===== src/verilog/icache_pkg.sv =====
package icache_pkg;

  // Address and data widths on the fetch side and the bus
  localparam int unsigned ADDR_WIDTH = 32;
  localparam int unsigned WORD_WIDTH = 32;

  // Line geometry
  localparam int unsigned LINE_WIDTH = 128;
  localparam int unsigned LINE_WORDS = LINE_WIDTH / WORD_WIDTH;
  localparam int unsigned NUM_SETS   = 16;

  // Address split: tag [30:8], index [7:4], word offset [3:2]
  localparam int unsigned INDEX_BITS  = 4;
  localparam int unsigned OFFSET_BITS = 2;
  localparam int unsigned TAG_BITS    = 23;

  // Burst length field holds beats minus one
  localparam int unsigned BLEN_WIDTH = 2;

  // Addresses with this bit set bypass the cache
  localparam int unsigned NC_BIT = 31;

  // Controller states
  typedef enum logic [1:0] {
    IC_IDLE,
    IC_LOOKUP,
    IC_REFILL,
    IC_DONE
  } ic_state_e;

endpackage


===== src/verilog/icache_bus_top.sv =====
`timescale 1ns/1ps

module icache_bus_top (
  input  logic                              clk_i,
  input  logic                              rst_ni,
  input  logic                              flush_i,
  input  logic                              en_i,
  // Fetch side, four-phase req/ack
  input  logic                              fetch_req_i,
  input  logic [icache_pkg::ADDR_WIDTH-1:0] fetch_addr_i,
  output logic                              fetch_ack_o,
  output logic [icache_pkg::WORD_WIDTH-1:0] fetch_rdata_o,
  output logic                              miss_o,
  // Bus read address channel
  output logic                              ar_valid_o,
  input  logic                              ar_ready_i,
  output logic [icache_pkg::ADDR_WIDTH-1:0] ar_addr_o,
  output logic [icache_pkg::BLEN_WIDTH-1:0] ar_len_o,
  // Bus read data channel, always accepted
  input  logic                              r_valid_i,
  input  logic                              r_last_i,
  input  logic [icache_pkg::WORD_WIDTH-1:0] r_data_i
);
  import icache_pkg::*;

  logic                  refill_req;
  logic [ADDR_WIDTH-1:0] refill_addr;
  logic                  refill_nc;
  logic                  line_valid;
  logic [LINE_WIDTH-1:0] line_data;

  icache_ctrl i_icache_ctrl (
    .clk_i         (clk_i),
    .rst_ni        (rst_ni),
    .flush_i       (flush_i),
    .en_i          (en_i),
    .fetch_req_i   (fetch_req_i),
    .fetch_addr_i  (fetch_addr_i),
    .fetch_ack_o   (fetch_ack_o),
    .fetch_rdata_o (fetch_rdata_o),
    .miss_o        (miss_o),
    .refill_req_o  (refill_req),
    .refill_addr_o (refill_addr),
    .refill_nc_o   (refill_nc),
    .line_valid_i  (line_valid),
    .line_data_i   (line_data)
  );

  // Turns the one-cycle refill pulse into a stable bus request
  refill_req_hold i_refill_req_hold (
    .clk_i         (clk_i),
    .rst_ni        (rst_ni),
    .refill_req_i  (refill_req),
    .refill_addr_i (refill_addr),
    .refill_nc_i   (refill_nc),
    .ar_valid_o    (ar_valid_o),
    .ar_ready_i    (ar_ready_i),
    .ar_addr_o     (ar_addr_o),
    .ar_len_o      (ar_len_o)
  );

  refill_beat_collect i_refill_beat_collect (
    .clk_i        (clk_i),
    .rst_ni       (rst_ni),
    .r_valid_i    (r_valid_i),
    .r_last_i     (r_last_i),
    .r_data_i     (r_data_i),
    .line_valid_o (line_valid),
    .line_data_o  (line_data)
  );

endmodule


===== src/verilog/icache_ctrl.sv =====
`timescale 1ns/1ps

module icache_ctrl (
  input  logic                              clk_i,
  input  logic                              rst_ni,
  input  logic                              flush_i,
  input  logic                              en_i,
  input  logic                              fetch_req_i,
  input  logic [icache_pkg::ADDR_WIDTH-1:0] fetch_addr_i,
  output logic                              fetch_ack_o,
  output logic [icache_pkg::WORD_WIDTH-1:0] fetch_rdata_o,
  output logic                              miss_o,
  output logic                              refill_req_o,
  output logic [icache_pkg::ADDR_WIDTH-1:0] refill_addr_o,
  output logic                              refill_nc_o,
  input  logic                              line_valid_i,
  input  logic [icache_pkg::LINE_WIDTH-1:0] line_data_i
);
  import icache_pkg::*;

  ic_state_e             state_q;
  logic [ADDR_WIDTH-1:0] addr_q;

  // Cache arrays
  logic [NUM_SETS-1:0]   valid_q;
  logic [TAG_BITS-1:0]   tag_q  [NUM_SETS];
  logic [LINE_WIDTH-1:0] data_q [NUM_SETS];

  // Fields of the latched fetch address
  logic [OFFSET_BITS-1:0] off;
  logic [INDEX_BITS-1:0]  idx;
  logic [TAG_BITS-1:0]    tag;
  logic                   nc;
  logic                   hit;
  logic [LINE_WIDTH-1:0]  hit_line;

  assign off = addr_q[OFFSET_BITS+1:2];
  assign idx = addr_q[INDEX_BITS+OFFSET_BITS+1:OFFSET_BITS+2];
  assign tag = addr_q[NC_BIT-1:NC_BIT-TAG_BITS];

  // Everything is bypassed while the cache is disabled
  assign nc = addr_q[NC_BIT] | ~en_i;

  assign hit      = ~nc & valid_q[idx] & (tag_q[idx] == tag);
  assign hit_line = data_q[idx];

  // FSM and valid bits
  always_ff @(posedge clk_i or negedge rst_ni) begin
    if (!rst_ni) begin
      state_q      <= IC_IDLE;
      valid_q      <= '0;
      fetch_ack_o  <= 1'b0;
      miss_o       <= 1'b0;
      refill_req_o <= 1'b0;
      refill_nc_o  <= 1'b0;
    end else begin
      // Single-cycle pulses by default
      miss_o       <= 1'b0;
      refill_req_o <= 1'b0;

      unique case (state_q)
        IC_IDLE: begin
          // Flush wins over a new request in the same cycle
          if (flush_i) begin
            valid_q <= '0;
          end else if (fetch_req_i) begin
            state_q <= IC_LOOKUP;
          end
        end

        IC_LOOKUP: begin
          if (hit) begin
            fetch_ack_o <= 1'b1;
            state_q     <= IC_DONE;
          end else begin
            miss_o       <= 1'b1;
            refill_req_o <= 1'b1;
            refill_nc_o  <= nc;
            state_q      <= IC_REFILL;
          end
        end

        IC_REFILL: begin
          if (line_valid_i) begin
            if (!refill_nc_o) begin
              valid_q[idx] <= 1'b1;
            end
            fetch_ack_o <= 1'b1;
            state_q     <= IC_DONE;
          end
        end

        IC_DONE: begin
          // Four-phase return to zero
          if (!fetch_req_i) begin
            fetch_ack_o <= 1'b0;
            state_q     <= IC_IDLE;
          end
        end

        default: state_q <= IC_IDLE;
      endcase
    end
  end

  // Address latch, tag and data arrays, read data
  always_ff @(posedge clk_i) begin
    if (state_q == IC_IDLE) begin
      addr_q <= fetch_addr_i;
    end

    if (state_q == IC_LOOKUP) begin
      if (hit) begin
        fetch_rdata_o <= hit_line[off*WORD_WIDTH +: WORD_WIDTH];
      end
      // Word address for a bypass, line-aligned address for a refill
      if (nc) begin
        refill_addr_o <= {addr_q[ADDR_WIDTH-1:2], 2'b00};
      end else begin
        refill_addr_o <= {addr_q[ADDR_WIDTH-1:OFFSET_BITS+2], {(OFFSET_BITS+2){1'b0}}};
      end
    end

    if (state_q == IC_REFILL && line_valid_i) begin
      if (refill_nc_o) begin
        // Single beat sits at word 0
        fetch_rdata_o <= line_data_i[WORD_WIDTH-1:0];
      end else begin
        fetch_rdata_o <= line_data_i[off*WORD_WIDTH +: WORD_WIDTH];
        data_q[idx]   <= line_data_i;
        tag_q[idx]    <= tag;
      end
    end
  end

endmodule


===== src/verilog/refill_beat_collect.sv =====
`timescale 1ns/1ps

module refill_beat_collect (
  input  logic                              clk_i,
  input  logic                              rst_ni,
  input  logic                              r_valid_i,
  input  logic                              r_last_i,
  input  logic [icache_pkg::WORD_WIDTH-1:0] r_data_i,
  output logic                              line_valid_o,
  output logic [icache_pkg::LINE_WIDTH-1:0] line_data_o
);
  import icache_pkg::*;

  logic                                  first_q;
  logic [LINE_WORDS-1:0][WORD_WIDTH-1:0] shift_q;
  logic [LINE_WORDS-1:0][WORD_WIDTH-1:0] shift_d;

  // Beats enter at the top and move down toward word 0
  always_comb begin
    shift_d = shift_q;
    if (r_valid_i) begin
      shift_d = {r_data_i, shift_q[LINE_WORDS-1:1]};
      // A lone beat has to land at word 0
      if (first_q) begin
        shift_d[0] = r_data_i;
      end
    end
  end

  // Line is complete together with the last beat
  assign line_valid_o = r_valid_i & r_last_i;
  assign line_data_o  = shift_d;

  always_ff @(posedge clk_i or negedge rst_ni) begin
    if (!rst_ni) begin
      first_q <= 1'b1;
    end else if (r_valid_i) begin
      first_q <= r_last_i;
    end
  end

  always_ff @(posedge clk_i) begin
    if (r_valid_i) begin
      shift_q <= shift_d;
    end
  end

endmodule


===== src/verilog/refill_req_hold.sv =====
`timescale 1ns/1ps

module refill_req_hold (
  input  logic                              clk_i,
  input  logic                              rst_ni,
  input  logic                              refill_req_i,
  input  logic [icache_pkg::ADDR_WIDTH-1:0] refill_addr_i,
  input  logic                              refill_nc_i,
  output logic                              ar_valid_o,
  input  logic                              ar_ready_i,
  output logic [icache_pkg::ADDR_WIDTH-1:0] ar_addr_o,
  output logic [icache_pkg::BLEN_WIDTH-1:0] ar_len_o
);
  import icache_pkg::*;

  logic                  pending_q;
  logic [ADDR_WIDTH-1:0] addr_q;
  logic                  nc_q;
  logic                  nc;

  // New pulse or a request still waiting for its grant
  assign ar_valid_o = refill_req_i | pending_q;
  assign ar_addr_o  = refill_req_i ? refill_addr_i : addr_q;
  assign nc         = refill_req_i ? refill_nc_i : nc_q;

  // One beat for a bypass, a whole line otherwise
  assign ar_len_o = nc ? '0 : BLEN_WIDTH'(LINE_WORDS - 1);

  always_ff @(posedge clk_i or negedge rst_ni) begin
    if (!rst_ni) begin
      pending_q <= 1'b0;
    end else begin
      pending_q <= ar_valid_o & ~ar_ready_i;
    end
  end

  always_ff @(posedge clk_i) begin
    if (refill_req_i) begin
      addr_q <= refill_addr_i;
      nc_q   <= refill_nc_i;
    end
  end

endmodule

===== config.mk =====
export PLATFORM = sky130hd
export DESIGN_NAME = icache_bus_top
export DESIGN_NICKNAME = d
export VERILOG_FILES = /design/src/verilog/icache_pkg.sv /design/src/verilog/icache_bus_top.sv /design/src/verilog/icache_ctrl.sv /design/src/verilog/refill_beat_collect.sv /design/src/verilog/refill_req_hold.sv
export SDC_FILE = /design/constraint.sdc
export NUM_CORES = 2
export LEC_CHECK = 0
export BUFFER_PORTS_ARGS = -buffer_cell sky130_fd_sc_hd__buf_2
export CORE_ASPECT_RATIO = 1.75
export CORE_UTILIZATION = 60
export DETAILED_ROUTE_END_ITERATION = 6
export GPL_TIMING_DRIVEN = 0
export PLACE_DENSITY = 0.75
export SLEW_MARGIN = 20
export SYNTH_ARGS = -nofsm -noshare
export SYNTH_HDL_FRONTEND = slang
export SYNTH_SLANG_ARGS = --single-unit

===== constraint.sdc =====
create_clock -name clk_i -period 10.15 [get_ports clk_i]
set_input_delay 1.015 -clock clk_i [delete_from_list [all_inputs] [get_ports clk_i]]
set_output_delay 1.015 -clock clk_i [all_outputs]
set_load 0.01 [all_outputs]

; ---- Yosys cells after proc, flatten, opt, wreduce, memory -nomap -nowiden
; Memories as Yosys holds them, arrays and structs flattened. A register that Yosys moved wholly into a read port is not among the register bits.
; Cells that the tools add are included.
[word_totals]
reg_bits = 280
ramBits = 2416
input_bits = 72
out_inout_bits = 69
wordCells = 91
mem_count = 2
[memory_table]
columns = name, words, width, read_ports, rd_clocked_by_memory_dff, write_ports, line
row1 = i_icache_ctrl.data_q, 16, 128, 1, 1, 1, icache_ctrl.sv:27  ; logic [LINE_WIDTH-1:0] data_q [NUM_SETS];
row2 = i_icache_ctrl.tag_q, 16, 23, 1, 1, 1, icache_ctrl.sv:26  ; logic [TAG_BITS-1:0] tag_q [NUM_SETS];
[classes]
n_lt_le_gt_ge = 2
n_eq_ne = 11
shift = 2
muxes = 34
n_bitwise = 11
n_reduce_logical = 12
[op_table]
columns = operator, n
row1 = indexed part select 128 x 8 -> 32 bit, 2
row2 = two-way mux 32 bit, 6
row3 = two-way mux 128 bit, 1
row4 = two-way mux 16 bit, 3
row5 = case mux 16 bit (2 select lines), 1
row6 = equality test 23 bit, 1
row7 = OR 16 bit, 1
row8 = two-way mux 1 bit, 12
row9 = AND reduction 4 bit, 3
row10 = two-way mux 2 bit, 5
row11 = != test 2 bit (second input constant), 5
row12 = two-way mux 4 bit, 2
row13 = case mux 2 bit (4 select lines), 1
row14 = nonzero test 2 bit, 3
row15 = < comparator 4 x 5 -> 1 bit (second input constant), 1
row16 = AND 1 bit, 4
row17 = binary-select mux 1 bit (select 4 bit), 1
row18 = demux 1 bit (select 4 bit), 1
row19 = equality test 2 bit (second input constant), 2
row20 = >= comparator 4 x 1 -> 1 bit (second input constant), 1
row21 = != test 2 x 1 -> 1 bit (second input constant), 2
row22 = NOT 1 bit, 4
row23 = AND reduction 2 bit, 2
row24 = case mux 1 bit (3 select lines), 1
row25 = other kinds (5), 7

; ---- Depth between registers and ports, before layout
[logic_depth]
ltp_word = 8
ltp_mapped = 13
ltp_nobuf = 9

; ---- Hierarchy
; From an unflattened synthesis, not the netlist that was laid out.
[hier_totals]
hier_cells = 4384
hier_area_um2 = 104306.3
[by_module_without_submodules]
columns = mod, n_inst, cells_each, area_each_um2, seq_area_each_um2
row1 = icache_ctrl, 1, 3965, 97265.8, 75917.8
row2 = refill_beat_collect, 1, 345, 5778.0, 3870.0
row3 = refill_req_hold, 1, 74, 1262.5, 695.7

; ---- Worst setup path after synthesis
; Ideal clock, no wire load.
[synth_path]
kind = input-to-reg
startpoint = in r_valid_i
endpoint = mem i_icache_ctrl.data_q[13][0] (enable)
setup_ns = 0.665
arrival_ns = 8.286
required_ns = 9.485
slack_ns = 1.199
path_stages = 5
path_buffers = 1
cell_sequence = clkbuf_1 nand3_1 nor2_1 nand3_1 nor2_1
[synth_via]
elab_chain_cells = 4
[synth_rtl]
columns = element, line
row1 = start: declaration, icache_bus_top.sv:20  ; input logic r_valid_i,
row2 = AND 1 bit, refill_beat_collect.sv:31  ; assign line_valid_o = r_valid_i & r_last_i;
row3 = logical AND 1 bit, icache_ctrl.sv:124  ; if (state_q == IC_REFILL && line_valid_i) begin
row4 = two-way mux 1 bit, icache_ctrl.sv:124
row5 = two-way mux 1 bit (implied by the code), icache_ctrl.sv:130  ; data_q[idx] <= line_data_i;
row6 = end: declaration, icache_ctrl.sv:27
; Every way passes these cells.

; ---- Worst setup path after layout
[layout_path]
startpoint = in r_valid_i
endpoint = mem i_icache_ctrl.data_q[5][54] (enable)
; The elaborated chain is that of the path after synthesis.

==> summary.txt <==
Outcome
  • Outcome: finished, final reports clean

Route
  • Remaining DRCs: 0
  • DRT Pass-1 Iters: 6
  • Drt total wl: ~290 mm
  • Detail-routed net length per standard cell: 38.7 um
  • Final ANT Viol Nets: 0
  • DR vias/cell: roughly 7.1
  • Via count: about 54000
  • Iter 0 DRT Violations: roughly 7700

Floorplanning
  • Initial Util: 0.605
  • Site row count: 202
  • Placeable Area: 173000 sq um
  • Die Ht: 555 um
  • Die area: 176000 sq um
  • # IOs: 141
  • Die Wd: 318 um

Critical path
  • Critical path cell sequence: buf_8 > clkbuf_1 > nand3_1 > nor2_1 > nand2_1 > nor2_4 > buf_16 > buf_16 > buf_16 > buf_16 > buf_8
  • Crit path max fanout: 38
  • Nature of the critical path startpoint: input port
  • CP required: around 11 ns
  • R2r setup slk: roughly 5.0 ns
  • CP peak stage delay: 1.10 ns
  • Capturing point of the worst reg2reg path: i_icache_ctrl.fetch_rdata_o[19]$_DFFE_PP_
  • Crit Path Class: in -> reg
  • Crit path top cell by count: buf_16
  • Critical Path AT: ~6.3 ns
  • Register-to-Register Path Depth: 11
  • Slowest CP cell: nand3_1
  • CP Capture Type: flop

Finish
  • Final Util: 0.692
  • Area grow syn2layout: 14.3%
  • Commonest cells after routing, fill and taps aside: edfxtp_1, mux4_2, clkbuf_16, buf_2, nor2_1
  • Layout cells sized above 1: 0.331
  • Seq. cell area: 80500 sq um
  • Fillcell total: 9871
  • Commonest non-fill, non-tap cell in the layout: edfxtp_1
  • Area of the multi-input gates: 23100 sq um
  • Nets: 5177

Timing
  • RSZ-0062 raised after global routing: false
  • Slew @ Worst Pin: 1.26 ns
  • Final Hold Vio Count: 0
  • Rel. slew slack: 0.162
  • Setup Total Neg Slack: 0 ns
  • Tmin final: 5.75 ns
  • Slew Viols, Final: 0
  • Fin Clk Skew: 0.0403 ns
  • Setup-failing EPs final: 0
  • FMAX: between 0.15 and 0.2 GHz
  • Fin crit share: 0.567

Global routing
  • First-pass GRT wire length: 409 mm
  • Total track usage: 0.335
  • Pin count of the biggest net entering global routing: 93
  • Initial antenna violation count: 10
  • Via count of the first global-routing pass: approximately 55000
  • GR Overflow Total: 0

Power and ir drop
  • Power density cells: 259 nW/um^2
  • Maximum vdd drop: 0.000246 V
  • LEAKAGE: 38.2 nW

Synth
  • Post-synth EDFFs: 2636
  • Post-synth ARST share: 0.00853
  • Post-synthesis sequential area ratio: 0.768
  • Synth area leaders: edfxtp_1, mux4_2, mux2_2
  • Netlist cell types: 72
  • Synth Flop Type: edfxtp_1
  • Cells after synthesis: 4564
  • Syn Std Cell Area: between 100000 and 150000 sq um
  • Ys Warns: 0
  • Post-synth top area cell: edfxtp_1
  • #FFs+latches synth: 2696
  • Synthesized area per cell: 23.0 sq um
  • Post-synth net total: about 4600
  • Yosys top cell area share: 0.755

Clock network
  • Clk sinks: 2696
  • Clock tree buffer depth: 4
  • Hold_buf cts: 0
  • Clock-pin slew on the worst setup and hold paths: 0.07 ns
  • Worst skew pair latency: 0.88 ns
  • TritonCTS clock tree: yes
  • CTS root buf: clkbuf_16
  • Total CTS buffers: 225
  • H-tree Lvls: 4
  • Setup bufs post-CTS: 0
  • Gates resized, CTS repair: 0

Run
  • Max Cap Violations: 0

Placement
  • RePlAce Congestion: 0.871
  • DP HPWL: 189 mm
  • Input/output buffers: 138

Min path
  • Worst Hold Class: in -> async
-- cells in the mapped netlist, drive strengths merged, types with 4 or more instances --
library cell,instances
nor2b,13
o21a,7
nor2,181
ha,4
nor4,6
o22ai,11
nand2,89
inv,19
a22oi,28
and2,6
a2bb2oi,12
xor2,8
xnor2,9
mux4,750
a21oi,59
mux2i,103
nand2b,11
nor3b,8
o221ai,8
o21ai,42
edfxtp,2636
nand4,5
dfxtp,37
a31oi,7
dfrtp,22
buf,156
nor3,11
o32ai,13
mux2,146
o211ai,7
clkbuf,92
nand3,14
o22a,4
-- critical path, delay by kind of cell --
kind	cells	cell delay, ns
buffers and inverters	7	2.17
AND/OR/NAND/NOR	4	3.05
-- registers in the layout, summed over array words and instances, names as in the netlist, named ones only --
| register | count |
|---|---|
| i_icache_ctrl.data_q | 2048 |
| i_icache_ctrl.tag_q | 368 |
| i_refill_beat_collect.shift_q | 128 |
| i_icache_ctrl.fetch_rdata_o | 32 |
| i_refill_req_hold.addr_q | 32 |
| i_icache_ctrl.addr_q | 30 |
| i_icache_ctrl.refill_addr_o | 30 |
| i_icache_ctrl.valid_q | 16 |
| i_icache_ctrl.state_q | 2 |
| i_icache_ctrl.fetch_ack_o | 1 |
| i_icache_ctrl.miss_o | 1 |
| i_icache_ctrl.refill_nc_o | 1 |
| i_refill_beat_collect.first_q | 1 |
| i_refill_req_hold.nc_q | 1 |
| i_refill_req_hold.pending_q | 1 |
-- stage by stage --
| stage | area, sq um | std cells | hold WS [ns] | total power [mW] | setup slack (ns) |
|---|---|---|---|---|---|
| detailed placement | 113000 | 7118 | 0.440 | 22.5 | 3.46 |
| global route | 120000 | 7521 | 0.239 | 31.7 | 4.53 |
| global placement | 108000 | 6946 | 0.422 | 22.2 | -11.76 |
| CTS | 120000 | 7520 | 0.181 | 30.9 | 4.31 |
| finish | 120000 | 7527 | 0.214 | 31.0 | 4.40 |
| floorplan | 105000 | 4564 | 0.417 | 19.1 | 1.20 |
-- kinds of logic after synthesis --
logic type,Yosys count,synth area share
flip-flops,2696,0.768
multiplexers,999,0.187
AND/OR/NAND/NOR,363,0.0154
buffers and inverters,267,0.0141
AO/OA/AOI/OAI,218,0.0139
XOR/XNOR,17,0.00142
adder cells (fa/ha/maj),4,0.000478
-- per-layer routing --
metal,vias to the layer above,share of wire,global-route usage
met1,28000,0.32,0.408
met2,4288,0.50,0.561
met5,-,0.00026,0
li1,20400,-,-
met4,10,0.072,0.198
met3,1028,0.11,0.0664
-- how the worst max path moves through the flow --
stage               depth (start not counted)  slack [ns]                                   endpoint      start
finish                                     11        4.40      i_icache_ctrl.data_q[5][54]$_DFFE_PP_  r_valid_i
floorplan                                   5        1.20      i_icache_ctrl.data_q[13][0]$_DFFE_PP_  r_valid_i
global route                               11        4.53     i_icache_ctrl.data_q[5][123]$_DFFE_PP_  r_valid_i
CTS                                         9        4.31   i_icache_ctrl.fetch_rdata_o[4]$_DFFE_PP_  r_valid_i
global placement                            6      -11.76     i_icache_ctrl.data_q[14][13]$_DFFE_PP_  r_valid_i
detailed placement                          9        3.46  i_icache_ctrl.fetch_rdata_o[23]$_DFFE_PP_  r_valid_i
-- layout make-up --
type	instances	area share
diodes	7	0.000146
flip-flops and latches	2696	0.672
plain buffers	248	0.0120
inverters	19	0.000596
clock buffers	278	0.0496
repair buffers	310	0.0398
well taps	2244	0.0234
multi-input cells	1601	0.193
clock inverters	124	0.00942
-- where the power goes --
part	internal (mW)	switching [mW]	total [mW]
clock network	4.63	3.92	8.54
registers	12.8	0.253	13.1
logic	3.91	5.42	9.33
Power figures use the tool's default switching activity.
